===== src/mcu_io_defs.svh =====
`ifndef MCU_IO_DEFS_SVH
`define MCU_IO_DEFS_SVH

// Bus and field widths
`define MCU_IO_ADDR_W 8
`define MCU_IO_DATA_W 4
`define MCU_IO_TAPS 8
`define MCU_IO_PT_W 8
`define MCU_IO_SEL_W 3

// Interrupt factor flags, cleared on read
`define ADDR_CLK_FACTOR 8'h00
`define ADDR_PT_FACTOR 8'h02
`define ADDR_K0_FACTOR 8'h04

// Interrupt masks
`define ADDR_CLK_MASK 8'h10
`define ADDR_PT_MASK 8'h12
`define ADDR_K0_MASK 8'h14

// Counter values and reload
`define ADDR_CLK_LO 8'h20
`define ADDR_CLK_HI 8'h21
`define ADDR_PT_CNT_LO 8'h24
`define ADDR_PT_CNT_HI 8'h25
`define ADDR_PT_RELOAD_LO 8'h26
`define ADDR_PT_RELOAD_HI 8'h27

// Input port K0
`define ADDR_K0_VALUE 8'h40
`define ADDR_K0_RELATION 8'h41

// Timer control
`define ADDR_TIMER_RESET 8'h76
`define ADDR_PT_CONTROL 8'h78
`define ADDR_PT_SELECT 8'h79

`endif


===== src/mcu_io_pkg.sv =====
`include "mcu_io_defs.svh"

package mcu_io_pkg;

  typedef logic [`MCU_IO_DATA_W-1:0] nibble_t;
  typedef logic [`MCU_IO_ADDR_W-1:0] io_addr_t;
  typedef logic [`MCU_IO_TAPS-1:0] tick_count_t;
  typedef logic [`MCU_IO_PT_W-1:0] pt_count_t;
  typedef logic [`MCU_IO_SEL_W-1:0] tap_sel_t;

  // Transfer phase as seen by the slave
  typedef enum logic [1:0] {
    st_idle,
    st_setup,
    st_access
  } apb_state_t;

  // Master side of the bus
  typedef struct packed {
    logic     psel;
    logic     penable;
    logic     pwrite;
    io_addr_t paddr;
    nibble_t  pwdata;
  } apb_req_t;

  // Slave side of the bus
  typedef struct packed {
    nibble_t prdata;
    logic    pready;
    logic    pslverr;
  } apb_rsp_t;

  // Programmable timer controls, load is a one-cycle pulse
  typedef struct packed {
    logic      enable;
    logic      load;
    tap_sel_t  tap_sel;
    pt_count_t reload;
  } pt_ctrl_t;

  typedef struct packed {
    logic clock;
    logic prog_timer;
    logic input_k0;
  } irq_req_t;

endpackage


===== src/clock_timer.sv =====
`timescale 1ns/1ps
`include "mcu_io_defs.svh"

module clock_timer (
  input  logic                     clk,
  input  logic                     reset_n,
  input  logic                     tick_256hz,
  input  logic                     clear,
  output mcu_io_pkg::tick_count_t  count,
  output logic [`MCU_IO_TAPS-1:0]  tap_fall
);

  // Bit 0 toggles at 128 Hz, bit 7 at 1 Hz
  always_ff @(posedge clk) begin
    if (!reset_n) begin
      count <= '0;
    end else if (clear) begin
      count <= '0;
    end else if (tick_256hz) begin
      count <= count + 1'b1;
    end
  end

  // A bit falls on the next tick when it and all lower bits are ones,
  // so the strobe is a carry chain starting from the tick itself
  assign tap_fall[0] = tick_256hz & count[0];

  generate
    for (genvar i = 1; i < `MCU_IO_TAPS; i++) begin : g_tap
      assign tap_fall[i] = tap_fall[i-1] & count[i];
    end
  endgenerate

endmodule


===== src/input_port.sv =====
`timescale 1ns/1ps

module input_port (
  input  logic                 clk,
  input  logic                 reset_n,
  input  mcu_io_pkg::nibble_t  k0,
  input  mcu_io_pkg::nibble_t  relation,
  output mcu_io_pkg::nibble_t  level,
  output mcu_io_pkg::nibble_t  edge_event
);

  mcu_io_pkg::nibble_t sync_1;
  mcu_io_pkg::nibble_t sync_2;
  mcu_io_pkg::nibble_t prev;
  mcu_io_pkg::nibble_t rising;
  mcu_io_pkg::nibble_t falling;

  // Two-stage synchronizer plus one stage of history
  always_ff @(posedge clk) begin
    if (!reset_n) begin
      sync_1 <= '0;
      sync_2 <= '0;
      prev   <= '0;
    end else begin
      sync_1 <= k0;
      sync_2 <= sync_1;
      prev   <= sync_2;
    end
  end

  assign level = sync_2;

  assign rising  = sync_2 & ~prev;
  assign falling = ~sync_2 & prev;

  // Relation 1 selects the falling edge, 0 the rising edge
  assign edge_event = (relation & falling) | (~relation & rising);

endmodule


===== src/io_register_file.sv =====
`timescale 1ns/1ps
`include "mcu_io_defs.svh"

module io_register_file (
  input  logic                     clk,
  input  logic                     reset_n,
  input  mcu_io_pkg::apb_req_t     apb_req,
  output mcu_io_pkg::apb_rsp_t     apb_rsp,
  input  mcu_io_pkg::tick_count_t  count,
  input  logic [`MCU_IO_TAPS-1:0]  tap_fall,
  input  mcu_io_pkg::pt_count_t    pt_value,
  input  logic                     pt_underflow,
  input  mcu_io_pkg::nibble_t      k0_level,
  input  mcu_io_pkg::nibble_t      k0_edge,
  output logic                     clock_clear,
  output mcu_io_pkg::pt_ctrl_t     pt_ctrl,
  output mcu_io_pkg::nibble_t      relation,
  output mcu_io_pkg::irq_req_t     irq
);

  mcu_io_pkg::apb_state_t state;
  mcu_io_pkg::apb_state_t state_next;

  logic access;
  logic wr;
  logic rd;
  logic hit;
  mcu_io_pkg::nibble_t rdata;

  mcu_io_pkg::nibble_t clock_mask;
  logic                pt_mask;
  mcu_io_pkg::nibble_t k0_mask;

  mcu_io_pkg::nibble_t clock_factor;
  logic                pt_factor;
  logic                k0_factor;
  mcu_io_pkg::nibble_t clock_set;

  // Bus phase tracking
  always_comb begin
    if (!apb_req.psel) begin
      state_next = mcu_io_pkg::st_idle;
    end else if (!apb_req.penable) begin
      state_next = mcu_io_pkg::st_setup;
    end else begin
      state_next = mcu_io_pkg::st_access;
    end
  end

  always_ff @(posedge clk) begin
    if (!reset_n) begin
      state <= mcu_io_pkg::st_idle;
    end else begin
      state <= state_next;
    end
  end

  // Access phase only counts when it follows a setup phase
  assign access = apb_req.psel & apb_req.penable & (state == mcu_io_pkg::st_setup);
  assign wr     = access & apb_req.pwrite;
  assign rd     = access & ~apb_req.pwrite;

  // Read mux and offset decode
  always_comb begin
    hit   = 1'b1;
    rdata = '0;
    case (apb_req.paddr)
      `ADDR_CLK_FACTOR:   rdata = clock_factor;
      `ADDR_PT_FACTOR:    rdata = {3'b0, pt_factor};
      `ADDR_K0_FACTOR:    rdata = {3'b0, k0_factor};
      `ADDR_CLK_MASK:     rdata = clock_mask;
      `ADDR_PT_MASK:      rdata = {3'b0, pt_mask};
      `ADDR_K0_MASK:      rdata = k0_mask;
      `ADDR_CLK_LO:       rdata = count[3:0];
      `ADDR_CLK_HI:       rdata = count[7:4];
      `ADDR_PT_CNT_LO:    rdata = pt_value[3:0];
      `ADDR_PT_CNT_HI:    rdata = pt_value[7:4];
      `ADDR_PT_RELOAD_LO: rdata = pt_ctrl.reload[3:0];
      `ADDR_PT_RELOAD_HI: rdata = pt_ctrl.reload[7:4];
      `ADDR_K0_VALUE:     rdata = k0_level;
      `ADDR_K0_RELATION:  rdata = relation;
      // Write only, reads as zero
      `ADDR_TIMER_RESET:  rdata = '0;
      `ADDR_PT_CONTROL:   rdata = {3'b0, pt_ctrl.enable};
      `ADDR_PT_SELECT:    rdata = {1'b0, pt_ctrl.tap_sel};
      default:            hit = 1'b0;
    endcase
  end

  assign apb_rsp.prdata  = (rd && hit) ? rdata : '0;
  assign apb_rsp.pready  = 1'b1;
  assign apb_rsp.pslverr = access & ~hit;

  // Control registers and one-cycle pulses
  always_ff @(posedge clk) begin
    if (!reset_n) begin
      clock_clear <= 1'b0;
      pt_ctrl     <= '0;
      relation    <= 4'hF;
      clock_mask  <= '0;
      pt_mask     <= 1'b0;
      k0_mask     <= '0;
    end else begin
      clock_clear  <= 1'b0;
      pt_ctrl.load <= 1'b0;
      if (wr) begin
        case (apb_req.paddr)
          `ADDR_CLK_MASK:     clock_mask <= apb_req.pwdata;
          `ADDR_PT_MASK:      pt_mask <= apb_req.pwdata[0];
          `ADDR_K0_MASK:      k0_mask <= apb_req.pwdata;
          `ADDR_PT_RELOAD_LO: pt_ctrl.reload[3:0] <= apb_req.pwdata;
          `ADDR_PT_RELOAD_HI: pt_ctrl.reload[7:4] <= apb_req.pwdata;
          `ADDR_K0_RELATION:  relation <= apb_req.pwdata;
          `ADDR_TIMER_RESET:  clock_clear <= apb_req.pwdata[1];
          `ADDR_PT_CONTROL: begin
            // Bit 1 reloads the counter, bit 0 runs it
            pt_ctrl.load   <= apb_req.pwdata[1];
            pt_ctrl.enable <= apb_req.pwdata[0];
          end
          `ADDR_PT_SELECT:    pt_ctrl.tap_sel <= apb_req.pwdata[2:0];
          default: begin
          end
        endcase
      end
    end
  end

  // 32, 8, 2 and 1 Hz falling edges
  assign clock_set = {tap_fall[2], tap_fall[4], tap_fall[6], tap_fall[7]};

  // Factor flags, a new event beats a clearing read on the same edge
  always_ff @(posedge clk) begin
    if (!reset_n) begin
      clock_factor <= '0;
      pt_factor    <= 1'b0;
      k0_factor    <= 1'b0;
    end else begin
      if (rd && apb_req.paddr == `ADDR_CLK_FACTOR) begin
        clock_factor <= clock_set;
      end else begin
        clock_factor <= clock_factor | clock_set;
      end
      if (rd && apb_req.paddr == `ADDR_PT_FACTOR) begin
        pt_factor <= pt_underflow;
      end else begin
        pt_factor <= pt_factor | pt_underflow;
      end
      if (rd && apb_req.paddr == `ADDR_K0_FACTOR) begin
        k0_factor <= |(k0_edge & k0_mask);
      end else begin
        k0_factor <= k0_factor | (|(k0_edge & k0_mask));
      end
    end
  end

  // Request lines trail factor and mask by one edge
  always_ff @(posedge clk) begin
    if (!reset_n) begin
      irq <= '0;
    end else begin
      irq.clock      <= |(clock_factor & clock_mask);
      irq.prog_timer <= pt_factor & pt_mask;
      irq.input_k0   <= k0_factor & (|k0_mask);
    end
  end

endmodule


===== src/mcu_io_top.sv =====
`timescale 1ns/1ps
`include "mcu_io_defs.svh"

module mcu_io_top (
  input  logic                  clk,
  input  logic                  reset_n,
  input  logic                  tick_256hz,
  input  mcu_io_pkg::nibble_t   k0,
  input  mcu_io_pkg::apb_req_t  apb_req,
  output mcu_io_pkg::apb_rsp_t  apb_rsp,
  output mcu_io_pkg::irq_req_t  irq
);

  mcu_io_pkg::tick_count_t  count;
  logic [`MCU_IO_TAPS-1:0]  tap_fall;
  logic                     clock_clear;
  mcu_io_pkg::pt_ctrl_t     pt_ctrl;
  mcu_io_pkg::pt_count_t    pt_value;
  logic                     pt_underflow;
  mcu_io_pkg::nibble_t      relation;
  mcu_io_pkg::nibble_t      k0_level;
  mcu_io_pkg::nibble_t      k0_edge;

  clock_timer u_clock_timer (
    .clk        (clk),
    .reset_n    (reset_n),
    .tick_256hz (tick_256hz),
    .clear      (clock_clear),
    .count      (count),
    .tap_fall   (tap_fall)
  );

  prog_timer u_prog_timer (
    .clk       (clk),
    .reset_n   (reset_n),
    .ctrl      (pt_ctrl),
    .tap_fall  (tap_fall),
    .value     (pt_value),
    .underflow (pt_underflow)
  );

  input_port u_input_port (
    .clk        (clk),
    .reset_n    (reset_n),
    .k0         (k0),
    .relation   (relation),
    .level      (k0_level),
    .edge_event (k0_edge)
  );

  io_register_file u_io_register_file (
    .clk          (clk),
    .reset_n      (reset_n),
    .apb_req      (apb_req),
    .apb_rsp      (apb_rsp),
    .count        (count),
    .tap_fall     (tap_fall),
    .pt_value     (pt_value),
    .pt_underflow (pt_underflow),
    .k0_level     (k0_level),
    .k0_edge      (k0_edge),
    .clock_clear  (clock_clear),
    .pt_ctrl      (pt_ctrl),
    .relation     (relation),
    .irq          (irq)
  );

endmodule


===== src/prog_timer.sv =====
`timescale 1ns/1ps
`include "mcu_io_defs.svh"

module prog_timer (
  input  logic                     clk,
  input  logic                     reset_n,
  input  mcu_io_pkg::pt_ctrl_t     ctrl,
  input  logic [`MCU_IO_TAPS-1:0]  tap_fall,
  output mcu_io_pkg::pt_count_t    value,
  output logic                     underflow
);

  logic step;
  logic at_zero;

  // Count on the falling edge of the selected divider bit
  assign step    = ctrl.enable & tap_fall[ctrl.tap_sel];
  assign at_zero = (value == '0);

  // Load has priority and swallows a coinciding step
  assign underflow = ~ctrl.load & step & at_zero;

  always_ff @(posedge clk) begin
    if (!reset_n) begin
      value <= '0;
    end else if (ctrl.load) begin
      value <= ctrl.reload;
    end else if (step) begin
      if (at_zero) begin
        // Stepping past zero wraps to the reload value
        value <= ctrl.reload;
      end else begin
        value <= value - 1'b1;
      end
    end
  end

endmodule


===== config.mk =====
export PLATFORM = sky130hd
export DESIGN_NAME = mcu_io_top
export DESIGN_NICKNAME = d
export VERILOG_FILES = /design/src/mcu_io_pkg.sv /design/src/clock_timer.sv /design/src/input_port.sv /design/src/io_register_file.sv /design/src/mcu_io_top.sv /design/src/prog_timer.sv
export VERILOG_INCLUDE_DIRS = /design/src
export SDC_FILE = /design/constraint.sdc
export NUM_CORES = 1
export LEC_CHECK = 0
export BUFFER_PORTS_ARGS = -buffer_cell sky130_fd_sc_hd__buf_2
export CORE_MARGIN = 5
export CORE_UTILIZATION = 30
export DETAILED_ROUTE_END_ITERATION = 16
export GPL_TIMING_DRIVEN = 0
export MAX_ROUTING_LAYER = met4
export PLACE_DENSITY = 0.56
export SLEW_MARGIN = 10
export SYNTH_ARGS = -nofsm -noshare
export SYNTH_HDL_FRONTEND = slang
export SYNTH_SLANG_ARGS = --single-unit

===== constraint.sdc =====
create_clock -name clk -period 3.7 [get_ports clk]
set_input_delay 0.74 -clock clk [delete_from_list [all_inputs] [get_ports clk]]
set_output_delay 0.74 -clock clk [all_outputs]
set_load 0.05 [all_outputs]

==> results of run 1 <==
## per-layer routing
metal  part of all wire  track usage
met5                  0            -
met4              0.019       0.0520
met3              0.064       0.0383
met2               0.45        0.242
met1               0.46        0.224
## power groups by stage
stage / Combinational (mW) / Sequential (mW) / Clock [mW]
after floorplan: 0.0533 / 0.741 / 0
after global placement: 0.0910 / 0.743 / 0
after detailed placement: 0.0929 / 0.743 / 0
after CTS: 0.0958 / 0.728 / 1.01
after global routing: 0.106 / 0.729 / 1.04
final: 0.0975 / 0.728 / 0.991
## worst max-delay path by stage
stage	startpoint	to	slack (ns)	cells past startpoint
CTS	apb_req[9]	apb_rsp[3]	0.06	7
finish	apb_req[7]	apb_rsp[3]	0.12	8
floorplan	apb_req[8]	apb_rsp[2]	-0.03	7
global route	apb_req[7]	apb_rsp[4]	0.03	9
detailed placement	apb_req[9]	apb_rsp[5]	-0.24	8
global placement	apb_req[9]	apb_rsp[2]	-0.25	7
## metrics by stage
stage	utilization	setup WS [ns]
2_1_floorplan	-	-0.0282
3_3_place_gp	0.331	-0.248
3_5_place_dp	0.331	-0.242
4_1_cts	0.364	0.0577
5_1_grt	0.366	0.0307
6_report	0.366	0.118
## cells in the final DEF, fill, tap and decap left out, types with 8 or more instances in the layout
cell type,Yosys,routed
mux2i_1,23,23
dfxtp_1,66,66
buf_2,3,29
nand2_1,44,44
nor3_1,9,8
nor2_1,56,56
o21ai_0,8,8
inv_1,9,9
a21oi_1,25,25
clkbuf_1,16,18
nand3_1,23,23
clkbuf_16,0,9
and2_1,14,14
a22oi_1,11,11
## worst register-to-register path, delay by kind of cell, from the launching register on
family,cells,cell delay [ns]
compound gates,2,0.46
simple gates,4,1.23
flops,1,0.51
## area by class of cell
cell class                      instances  area, µm²  share of cell area
Multi-Input combinational cell        313       2010               0.488
Timing Repair Buffer                   27        140              0.0340
Inverter                               10       37.5             0.00910
Clock inverter                          4       98.8              0.0240
Buffer                                 22       91.3              0.0221
Sequential cell                        66       1320               0.320
Clock buffer                           12        246              0.0597
Tap cell                              143        179              0.0434
## repair_timing
action	in CTS	in global routing
hold endpoints to repair	0	0
pin swaps	0	1
resized for setup	5	1
setup buffers	0	2
setup endpoints to repair	4	4
## kinds of logic after synthesis
kind of cell               after synthesis  synth area share
AOI/OAI and AO/OA                       86             0.180
xor gates and xnor gates                 8            0.0205
adders and majority gates                3            0.0110
buffers and inverters                   32            0.0374
DFF                                     66             0.387
muxes                                   24            0.0707
other                                    1           0.00110
and+or+nand+nor                        191             0.293
==> out/summary.txt, run 1 <==
Status -> finished clean
Net Switching -> 0.389 mW
WHS Endpoint -> u_input_port.level[3]
Min Tclk post-route -> 3.58 ns
Core area -> 11,300 µm²
Post-synth top flop -> dfxtp_1
Final setup viols -> 0
Fin Hold WS -> 0.429 ns
Post-synth top area share -> 0.387
Slowest-stage cell, CP -> nor4_2
Crit path DAT -> 2.84 ns
Hold path depth -> 1
Most common cell in the netlist -> dfxtp_1
Hold Crit Class -> register to register
Dpl hpwl -> 7670 µm
PwrDens -> 440 nW/µm²
DRC violation count after routing -> 0
DR iter-0 viols -> 255
Part of the power in combinational logic -> 0.054
Gp weighted congestion -> 0.938
Fin nets -> 474
WL final -> 10,400 µm
Critical path cell sequence -> buf_2 -> clkbuf_1 -> nor4_2 -> a222oi_1 -> nor2_1 -> a21oi_1 -> a21oi_1 -> buf_2
Switching share of total power -> 0.214
Crit-path max FO -> 10
Register bit total from synthesis -> 66
Required time worst endpoint -> 2.96 ns
Final TNS setup -> 0 ns
Reg with most FFs -> u_io_register_file.pt_ctrl
Synth-to-layout area growth -> 20.8%
Slowest cell delay on critical path -> 0.77 ns
Hold path start -> u_input_port.sync_1[3]
EDFF count, synth -> 0
Layout Cells excl Fill -> 597
Peak supply drop -> 0.157 mV
Yosys warns -> 0
CP Launch Type -> primary input
Distinct cell type count after synthesis -> 64
R2r setup slk -> 1.43 ns
Syn Inst Count -> 411
GRT Resource Usage Total -> 0.165
Cell internal pwr -> 1.43 mW
Final Skew -> 0.00785 ns
Row cnt -> 39
Worst flop-to-flop path endpoint -> u_prog_timer.value[0]
Gr ovfl total -> 0
# IOs -> 31
Vias in the first global route -> 3,089
Clock slew at reported path FFs -> 0.06 ns
Initial antenna violation count -> 0
Part of the power in registers -> 0.401
RSZ-0062 raised after global routing -> no
Top cells by area, synth -> dfxtp_1 39%, mux2i_1 6.7%, nor2_1 6.2%, nand2_1 4.8%, a21oi_1 3.7%
Placed instance area -> 3730 µm²
Mapped Area -> 3420 µm²
Die Footprint -> 13,600 µm²
Synth top cells by count -> 66 x dfxtp_1, 56 x nor2_1, 44 x nand2_1, 25 x a21oi_1
Cell taking the most area after synthesis -> dfxtp_1
Least-Margin Pin Slew -> 0.851 ns
Lkg Pwr -> 1.53 nW
Placed instance count -> 579
Largest net degree at the start of global routing -> 12
Number of fill cells -> 1,165
CP top delay family -> simple AND/OR/NAND/NOR gates
Sequential area share after synthesis -> 0.387
Clk buf depth -> 2
Clk network pwr share -> 0.546
Root Driver -> clkbuf_16
Pins Over Slew Limit -> 0
Antenna Cells -> 0
TritonCTS Buffers -> 9
CTS tree -> done
Share of post-route cells with drive strength above 1 -> 0.139
Tot Pwr -> 1.82 mW
Mapped Avg Cell Area -> 8.31 µm²
Vias -> 3,272
Largest regs -> u_io_register_file.pt_ctrl: 13 flops, u_clock_timer.count: 8 flops, u_prog_timer.value: 8 flops
Final Cycle Share -> 0.968
Critical path capture point type -> output port
Wirelength per Cell -> 17.4 µm
Clock Latency Late Sink -> 0.33 ns
Asr flop ratio synth -> 0
Global-route wire length before repair -> 16,600 µm
Die H -> 117 µm
Critical setup path kind -> primary input to output port
CP bufs+invs -> 3
Die width -> 117 µm
# clock sinks -> 66
Vias per inst -> 5.48
Number of hold violations in the final report -> 0
R2r startpoint -> u_clock_timer.count[0]
F_max -> 279 MHz
H-tree levels -> 3
Initial core utilization -> 0.303
Worst Reg-to-Reg Cells -> 6
Slew margin rel. -> 0.428
Number of flip-flops under the largest register name -> 13
Final Cell Area -> 4130 µm²
Drt first pass iters -> 5
Antenna-violating nets left -> 0
I/O Buffers -> 25
Synth Net Count -> 436
Post-CTS Hold Buffers -> 0
Max cap viols -> 0
(Power assumes the default switching activity.)
==> inputs of run 2 (changes only) <==
--- a/config.mk
+++ b/config.mk
@@ -6,13 +6,14 @@
 export SDC_FILE = /design/constraint.sdc
 export NUM_CORES = 1
 export LEC_CHECK = 0
-export BUFFER_PORTS_ARGS = -buffer_cell sky130_fd_sc_hd__buf_2
 export CORE_MARGIN = 5
 export CORE_UTILIZATION = 30
 export DETAILED_ROUTE_END_ITERATION = 16
+export DONT_BUFFER_PORTS = 1
 export GPL_TIMING_DRIVEN = 0
+export HOLD_SLACK_MARGIN = 0.15
 export MAX_ROUTING_LAYER = met4
-export PLACE_DENSITY = 0.56
+export PLACE_DENSITY = 0.54
 export SLEW_MARGIN = 10
 export SYNTH_ARGS = -nofsm -noshare
 export SYNTH_HDL_FRONTEND = slang
==> run 2 against run 1 <==
  * Die area stayed put
  * Highest routed layer unchanged
  * Sequential share of layout area is 0.83 points higher
  * Clock power hardly changed
  * Critical path depth is 1 lower
  * Total power is 0.22% lower
==> out/summary.txt, run 2 (synthesized netlist as in run 1, its figures left out) <==
Status -> finished clean (unchanged)
Reg with most FFs -> u_io_register_file.pt_ctrl (unchanged)
Peak supply drop -> 0.250 mV (was 0.157 mV)
DR iter-0 viols -> 261 (was 255)
Crit path DAT -> 2.86 ns (was 2.84 ns)
Post-CTS Hold Buffers -> 0 (unchanged)
F_max -> 278 MHz (was 279 MHz)
R2r setup slk -> 1.42 ns (was 1.43 ns)
Crit path from -> apb_req[8] (was apb_req[7])
TritonCTS Buffers -> 9 (unchanged)
Row cnt -> 39 (unchanged)
Initial antenna violation count -> 0 (unchanged)
Lkg Pwr -> 1.42 nW (was 1.53 nW)
RSZ-0062 raised after global routing -> no (unchanged)
Final Cell Area -> 4020 µm² (was 4130 µm²)
Worst Reg-to-Reg Cells -> 6 (unchanged)
Required time worst endpoint -> 2.96 ns (about the same)
Most frequent cells in the layout -> 66 x dfxtp_1, 55 x nor2_1, 44 x nand2_1 (was 66 x dfxtp_1, 56 x nor2_1, 44 x nand2_1)
Clk buf depth -> 2 (unchanged)
Least-Margin Pin Slew -> 1.04 ns (was 0.851 ns)
Pins Over Slew Limit -> 0 (unchanged)
Final setup viols -> 0 (unchanged)
Share of post-route cells with drive strength above 1 -> 0.0956 (was 0.139)
Die H -> 117 µm (unchanged)
Final Skew -> 0.00627 ns (was 0.00785 ns)
Die width -> 117 µm (unchanged)
CTS tree -> done (unchanged)
Max cap viols -> 0 (unchanged)
Number of hold violations in the final report -> 0 (unchanged)
Vias -> 3,162 (was 3,272)
Synth-to-layout area growth -> 17.8% (was 20.8%)
Place WS -> -0.445 ns (was -0.242 ns)
GRT Resource Usage Total -> 0.162 (was 0.165)
Clock Latency Late Sink -> 0.34 ns (was 0.33 ns)
Core area -> 11,300 µm² (unchanged)
Gp weighted congestion -> 0.879 (was 0.938)
Hold Crit Class -> register to register (unchanged)
Placed instance area -> 3600 µm² (was 3730 µm²)
DRC violation count after routing -> 0 (unchanged)
# clock sinks -> 66 (unchanged)
Die Footprint -> 13,600 µm² (unchanged)
Vias in the first global route -> 2,948 (was 3,089)
Tot Pwr -> 1.81 mW (was 1.82 mW)
Critical setup path kind -> primary input to output port (unchanged)
H-tree levels -> 3 (unchanged)
Initial core utilization -> 0.303 (unchanged)
# IOs -> 31 (unchanged)
Gr ovfl total -> 0 (unchanged)
Fin nets -> 449 (was 474)
Wirelength per Cell -> 18.0 µm (was 17.4 µm)
Worst Setup EP -> apb_rsp[5] (was apb_rsp[3])
Min Tclk post-route -> 3.60 ns (was 3.58 ns)
I/O Buffers -> 0 (was 25)
Drt first pass iters -> 5 (unchanged)
Antenna-violating nets left -> 0 (unchanged)
Final TNS setup -> 0 ns (unchanged)
WL final -> 10,300 µm (was 10,400 µm)
Critical path capture point type -> output port (unchanged)
Root Driver -> clkbuf_16 (unchanged)
Largest net degree at the start of global routing -> 14 (was 12)
Layout Cells excl Fill -> 572 (was 597)
Number of flip-flops under the largest register name -> 13 (unchanged)
Final Cycle Share -> 0.974 (was 0.968)
R2r startpoint -> u_clock_timer.count[0] (unchanged)
Most common cell after layout, fill and taps aside -> dfxtp_1 (unchanged)
Vias per inst -> 5.53 (was 5.48)
Dpl hpwl -> 7630 µm (was 7670 µm)
CP Launch Type -> primary input (unchanged)
Global-route wire length before repair -> 16,500 µm (was 16,600 µm)
Largest regs -> u_io_register_file.pt_ctrl: 13 flops, u_clock_timer.count: 8 flops, u_prog_timer.value: 8 flops (unchanged)
Clock slew at reported path FFs -> 0.06 ns (about the same)
Crit-path max FO -> 9 (was 10)
PnR worst setup slack -> 0.0973 ns (was 0.118 ns)
Slew margin rel. -> 0.299 (was 0.428)
Placed instance count -> 554 (was 579)
Number of fill cells -> 1,145 (was 1,165)
Antenna Cells -> 0 (unchanged)
PwrDens -> 451 nW/µm² (was 440 nW/µm²)
Finished Core Util -> 0.357 (was 0.366)
Fin Hold WS -> 0.434 ns (was 0.429 ns)
Worst flop-to-flop path endpoint -> u_prog_timer.value[0] (unchanged)
==> run 2: cell types whose count changed in the layout (fill, tap and decap cells not counted), moves of 2 or more <==
cell / change
clkbuf_1: -2
inv_6: +2
buf_2: -26
a21oi_4: +2
a21oi_1: -2
==> run 2: area by class of cell <==
class,instances,area (µm²),share of cell area
Buffer,22,91.3,0.0227
Clock buffer,9,225,0.0560
Clock inverter,7,125,0.0311
Tap cell,143,179,0.0445
Sequential cell,66,1320,0.328
Multi-Input combinational cell,313,2030,0.504
Timing Repair Buffer,2,15.0,0.00373
Inverter,10,37.5,0.00933
==> run 2: how the worst min path moves through the flow <==
| stage | slack [ns] | cells past startpoint | start | to |
|---|---|---|---|---|
| floorplan | 0.41 | 1 | u_input_port.sync_1[0] | u_input_port.level[0] |
| finish | 0.43 | 1 | u_input_port.sync_1[3] | u_input_port.level[3] |
| CTS | 0.43 | 1 | u_input_port.sync_1[3] | u_input_port.level[3] |
| global placement | 0.42 | 1 | u_input_port.sync_1[1] | u_input_port.level[1] |
| global route | 0.44 | 1 | u_input_port.sync_1[1] | u_input_port.level[1] |
| detailed placement | 0.42 | 1 | u_input_port.sync_1[3] | u_input_port.level[3] |
==> run 2: worst max-delay path, stage by stage <==
cell and delay (ns):
buf_2 0.16, or4b_4 0.59, a21oi_1 0.14, a21oi_1 0.06, o22a_1 0.24, or3_4 0.44, nor2_2 0.50
==> run 2: routing by layer <==
layer,vias to the layer above,part of all wire,GRT usage
met5,-,0,-
met2,115,0.46,0.246
met1,1524,0.45,0.214
met3,14,0.074,0.0399
li1,1509,-,-
met4,0,0.016,0.0466
==> run 2: what timing repair did <==
| item | in CTS | in global routing |
|---|---|---|
| setup buffers | 0 | 2 |
| gates resized for setup | 8 | 2 |
| endpoints found under the setup margin | 4 | 3 |
==> run 2: report_power, final <==
group | leakage [nW] | total [mW] | internal (mW) | switching (mW)
Combinational | 0.716 | 0.0747 | 0.0233 | 0.0513
Sequential | 0.534 | 0.728 | 0.719 | 0.00912
Clock | 0.171 | 1.01 | 0.665 | 0.345
==> inputs of run 3 (changes only) <==
--- a/config.mk
+++ b/config.mk
@@ -6,14 +6,16 @@
 export SDC_FILE = /design/constraint.sdc
 export NUM_CORES = 1
 export LEC_CHECK = 0
+export ABC_AREA = 1
 export CORE_MARGIN = 5
-export CORE_UTILIZATION = 30
+export CORE_UTILIZATION = 56
+export CTS_CLUSTER_DIAMETER = 50
 export DETAILED_ROUTE_END_ITERATION = 16
 export DONT_BUFFER_PORTS = 1
 export GPL_TIMING_DRIVEN = 0
 export HOLD_SLACK_MARGIN = 0.15
 export MAX_ROUTING_LAYER = met4
-export PLACE_DENSITY = 0.54
+export PLACE_DENSITY = 0.81
 export SLEW_MARGIN = 10
 export SYNTH_ARGS = -nofsm -noshare
 export SYNTH_HDL_FRONTEND = slang
==> run 3 against run 2 <==
  * Final cell count increased by 18%
  * Wire length decreased by 9.6%
  * Synthesized cell count increased by 41%
  * Highest routed layer unchanged
  * Core utilization increased by 25 points
  * First-iteration DRC count increased by 18%
  * Largest cell class unchanged
  * Global-route usage increased by 7.7 points
  * Hold slack got worse by 0.018 ns
  * Combinational power decreased by 23%
  * Total power decreased by 27%
  * Non-clock buffer count decreased by 14
  * Area after synthesis increased by 4.4%
  * Critical endpoint is now apb_rsp[2]
==> out/summary.txt, run 3 <==
Status -> finished clean (unchanged)
CP Launch Type -> primary input (unchanged)
Slew margin rel. -> 0.350 (was 0.299)
Die width -> 89.8 µm (was 117 µm)
Gr ovfl total -> 0 (unchanged)
Critical setup path kind -> primary input to output port (unchanged)
Die Footprint -> 8060 µm² (was 13,600 µm²)
Wirelength per Cell -> 13.8 µm (was 18.0 µm)
Post-synth top area share -> 0.371 (was 0.387)
Root Driver -> clkbuf_8 (was clkbuf_16)
Final Cycle Share -> 0.948 (was 0.974)
DR iter-0 viols -> 309 (was 261)
Post_cts resized -> 0 (was 8)
Pins Over Slew Limit -> 0 (unchanged)
Largest regs -> u_io_register_file.pt_ctrl: 13 flops, u_clock_timer.count: 8 flops, u_prog_timer.value: 8 flops (unchanged)
Mapped Avg Cell Area -> 6.14 µm² (was 8.31 µm²)
Drt first pass iters -> 5 (unchanged)
Peak supply drop -> 0.306 mV (was 0.250 mV)
WL final -> 9330 µm (was 10,300 µm)
Clock Latency Late Sink -> 0.35 ns (was 0.34 ns)
Number of hold violations in the final report -> 0 (unchanged)
Largest net degree at the start of global routing -> 13 (was 14)
Final TNS setup -> 0 ns (unchanged)
H-tree levels -> 3 (unchanged)
Critical path capture point type -> output port (unchanged)
# IOs -> 31 (unchanged)
Die H -> 89.8 µm (was 117 µm)
Share of post-route cells with drive strength above 1 -> 0.0570 (was 0.0956)
Synth Net Count -> 606 (was 436)
CTS tree -> done (unchanged)
Hold Crit Class -> register to register (unchanged)
Post-CTS Hold Buffers -> 0 (unchanged)
Vias in the first global route -> 3,306 (was 2,948)
Critical path cell sequence -> inv_1 -> nand2_1 -> nor2_1 -> inv_1 -> nor2_1 -> inv_1 -> nand3_1 -> nor2_1 -> nand2_1 -> nand2_1 -> nor2_1 (was buf_2 -> or4b_4 -> a21oi_1 -> a21oi_1 -> o22a_1 -> or3_4 -> nor2_2)
Dpl hpwl -> 7070 µm (was 7630 µm)
Most used cell, CP -> nor2_1 (was a21oi_1)
Number of flip-flops under the largest register name -> 13 (unchanged)
Least-Margin Pin Slew -> 0.971 ns (was 1.04 ns)
Initial core utilization -> 0.568 (was 0.303)
Top cells by area, synth -> dfxtp_1 37%, nand2_1 17%, nor2_1 12%, inv_1 8.2%, o21ai_0 6.0% (was dfxtp_1 39%, mux2i_1 6.7%, nor2_1 6.2%, nand2_1 4.8%, a21oi_1 3.7%)
Most common cell after layout, fill and taps aside -> nand2_1 (was dfxtp_1)
Post-synth top flop -> dfxtp_1 (unchanged)
Cell taking the most area after synthesis -> dfxtp_1 (unchanged)
Tot Pwr -> 1.32 mW (was 1.81 mW)
Sequential area share after synthesis -> 0.371 (was 0.387)
Most common cell in the netlist -> nand2_1 (was dfxtp_1)
Antenna-violating nets left -> 0 (unchanged)
Required time worst endpoint -> 2.96 ns (about the same)
Post-CTS setup buffers -> 0 (unchanged)
Clk buf depth -> 2 (unchanged)
Final Skew -> 0.00852 ns (was 0.00627 ns)
Slowest-stage cell, CP -> nor2_1 (was or4b_4)
F_max -> 285 MHz (was 278 MHz)
Row cnt -> 29 (was 39)
Global-route wire length before repair -> 15,400 µm (was 16,500 µm)
DRC violation count after routing -> 0 (unchanged)
Core area -> 6280 µm² (was 11,300 µm²)
Crit-path max FO -> 5 (was 9)
Gp weighted congestion -> 0.971 (was 0.879)
Slowest cell delay on critical path -> 0.77 ns (was 0.59 ns)
Fin nets -> 617 (was 449)
Yosys warns -> 0 (unchanged)
Syn Inst Count -> 581 (was 411)
Synth-to-layout area growth -> 7.51% (was 17.8%)
Crit path DAT -> 2.77 ns (was 2.86 ns)
Initial antenna violation count -> 0 (unchanged)
Asr flop ratio synth -> 0 (unchanged)
TritonCTS Buffers -> 9 (unchanged)
Min Tclk post-route -> 3.51 ns (was 3.60 ns)
Final setup viols -> 0 (unchanged)
Max cap viols -> 0 (unchanged)
GRT Resource Usage Total -> 0.240 (was 0.162)
PwrDens -> 344 nW/µm² (was 451 nW/µm²)
Synth top cells by count -> 162 x nand2_1, 116 x nor2_1, 78 x inv_1, 66 x dfxtp_1, 43 x o21ai_0 (was 66 x dfxtp_1, 56 x nor2_1, 44 x nand2_1, 25 x a21oi_1)
Reg with most FFs -> u_io_register_file.pt_ctrl (unchanged)
Lkg Pwr -> 1.83 nW (was 1.42 nW)
Distinct cell type count after synthesis -> 29 (was 64)
EDFF count, synth -> 0 (unchanged)
Vias per inst -> 5.39 (was 5.53)
I/O Buffers -> 0 (unchanged)
Vias -> 3,632 (was 3,162)
Clock slew at reported path FFs -> 0.07 ns (was 0.06 ns)
RSZ-0062 raised after global routing -> no (unchanged)
Mapped Area -> 3570 µm² (was 3420 µm²)
Antenna Cells -> 0 (unchanged)
# clock sinks -> 66 (unchanged)
Register bit total from synthesis -> 66 (unchanged)
Most frequent cells in the layout -> 162 x nand2_1, 116 x nor2_1, 78 x inv_1 (was 66 x dfxtp_1, 55 x nor2_1, 44 x nand2_1)
==> run 3: metal layers <==
metal / up-vias / GRT usage / routed length (µm) / part of all wire
met5: - / - / 0 / 0
li1: 1834 / - / - / -
met2: 140 / 0.353 / 3940 / 0.42
met3: 26 / 0.0626 / 791 / 0.085
met1: 1632 / 0.313 / 4360 / 0.47
met4: 0 / 0.0957 / 244 / 0.026
==> run 3: per-stage QoR <==
stage	hold WS, ns	setup slack [ns]	utilization	std cells	instance area (µm²)
3_3_place_gp	0.392	0.298	0.583	658	3660
5_1_grt	0.443	0.0921	0.611	674	3830
6_report	0.416	0.192	0.611	674	3830
3_5_place_dp	0.398	0.261	0.583	658	3660
2_1_floorplan	0.390	0.694	-	581	3570
4_1_cts	0.415	0.262	0.611	674	3830
==> run 3: path summary, 6_finish.rpt <==
check,start,endpoint,slack (ns),depth (start not counted)
hold / removal,u_input_port.sync_1[1],u_input_port.level[1],0.42,2
hold reg to reg,u_input_port.sync_1[1],u_input_port.level[1],0.42,2
setup reg to reg,u_clock_timer.count[1],u_prog_timer.value[7],2.03,10
setup / recovery,apb_req[8],apb_rsp[2],0.19,11
==> run 3: cell families after synthesis <==
kind of cell               after synthesis  synth area share
other                                    1           0.00105
DFF                                     66             0.371
xor gates and xnor gates                 1           0.00246
buffers and inverters                   90             0.101
adders and majority gates                3            0.0105
AOI/OAI and AO/OA                       87             0.129
and+or+nand+nor                        333             0.385
==> run 3: report_power, final <==
part | internal [mW] | switching, mW | total, mW
registers | 0.718 | 0.00545 | 0.723
logic | 0.0167 | 0.0410 | 0.0577
clock network | 0.242 | 0.294 | 0.536
total | 0.977 | 0.341 | 1.32
==> run 3: area by class of cell <==
| cell class | count | area (µm²) |
|---|---|---|
| flip-flops and latches | 66 | 1320 |
| clock inverters | 6 | 43.8 |
| inverters | 80 | 300 |
| multi-input cells | 425 | 1880 |
| fillers | 600 | 2440 |
| clock buffers | 10 | 128 |
| plain buffers | 10 | 61.3 |
| well taps | 77 | 96.3 |
==> run 3: worst max-delay path, delay by kind of cell <==
kind          cells  cell delay [ns]
buf+inv           3             0.26
simple gates      8             1.77
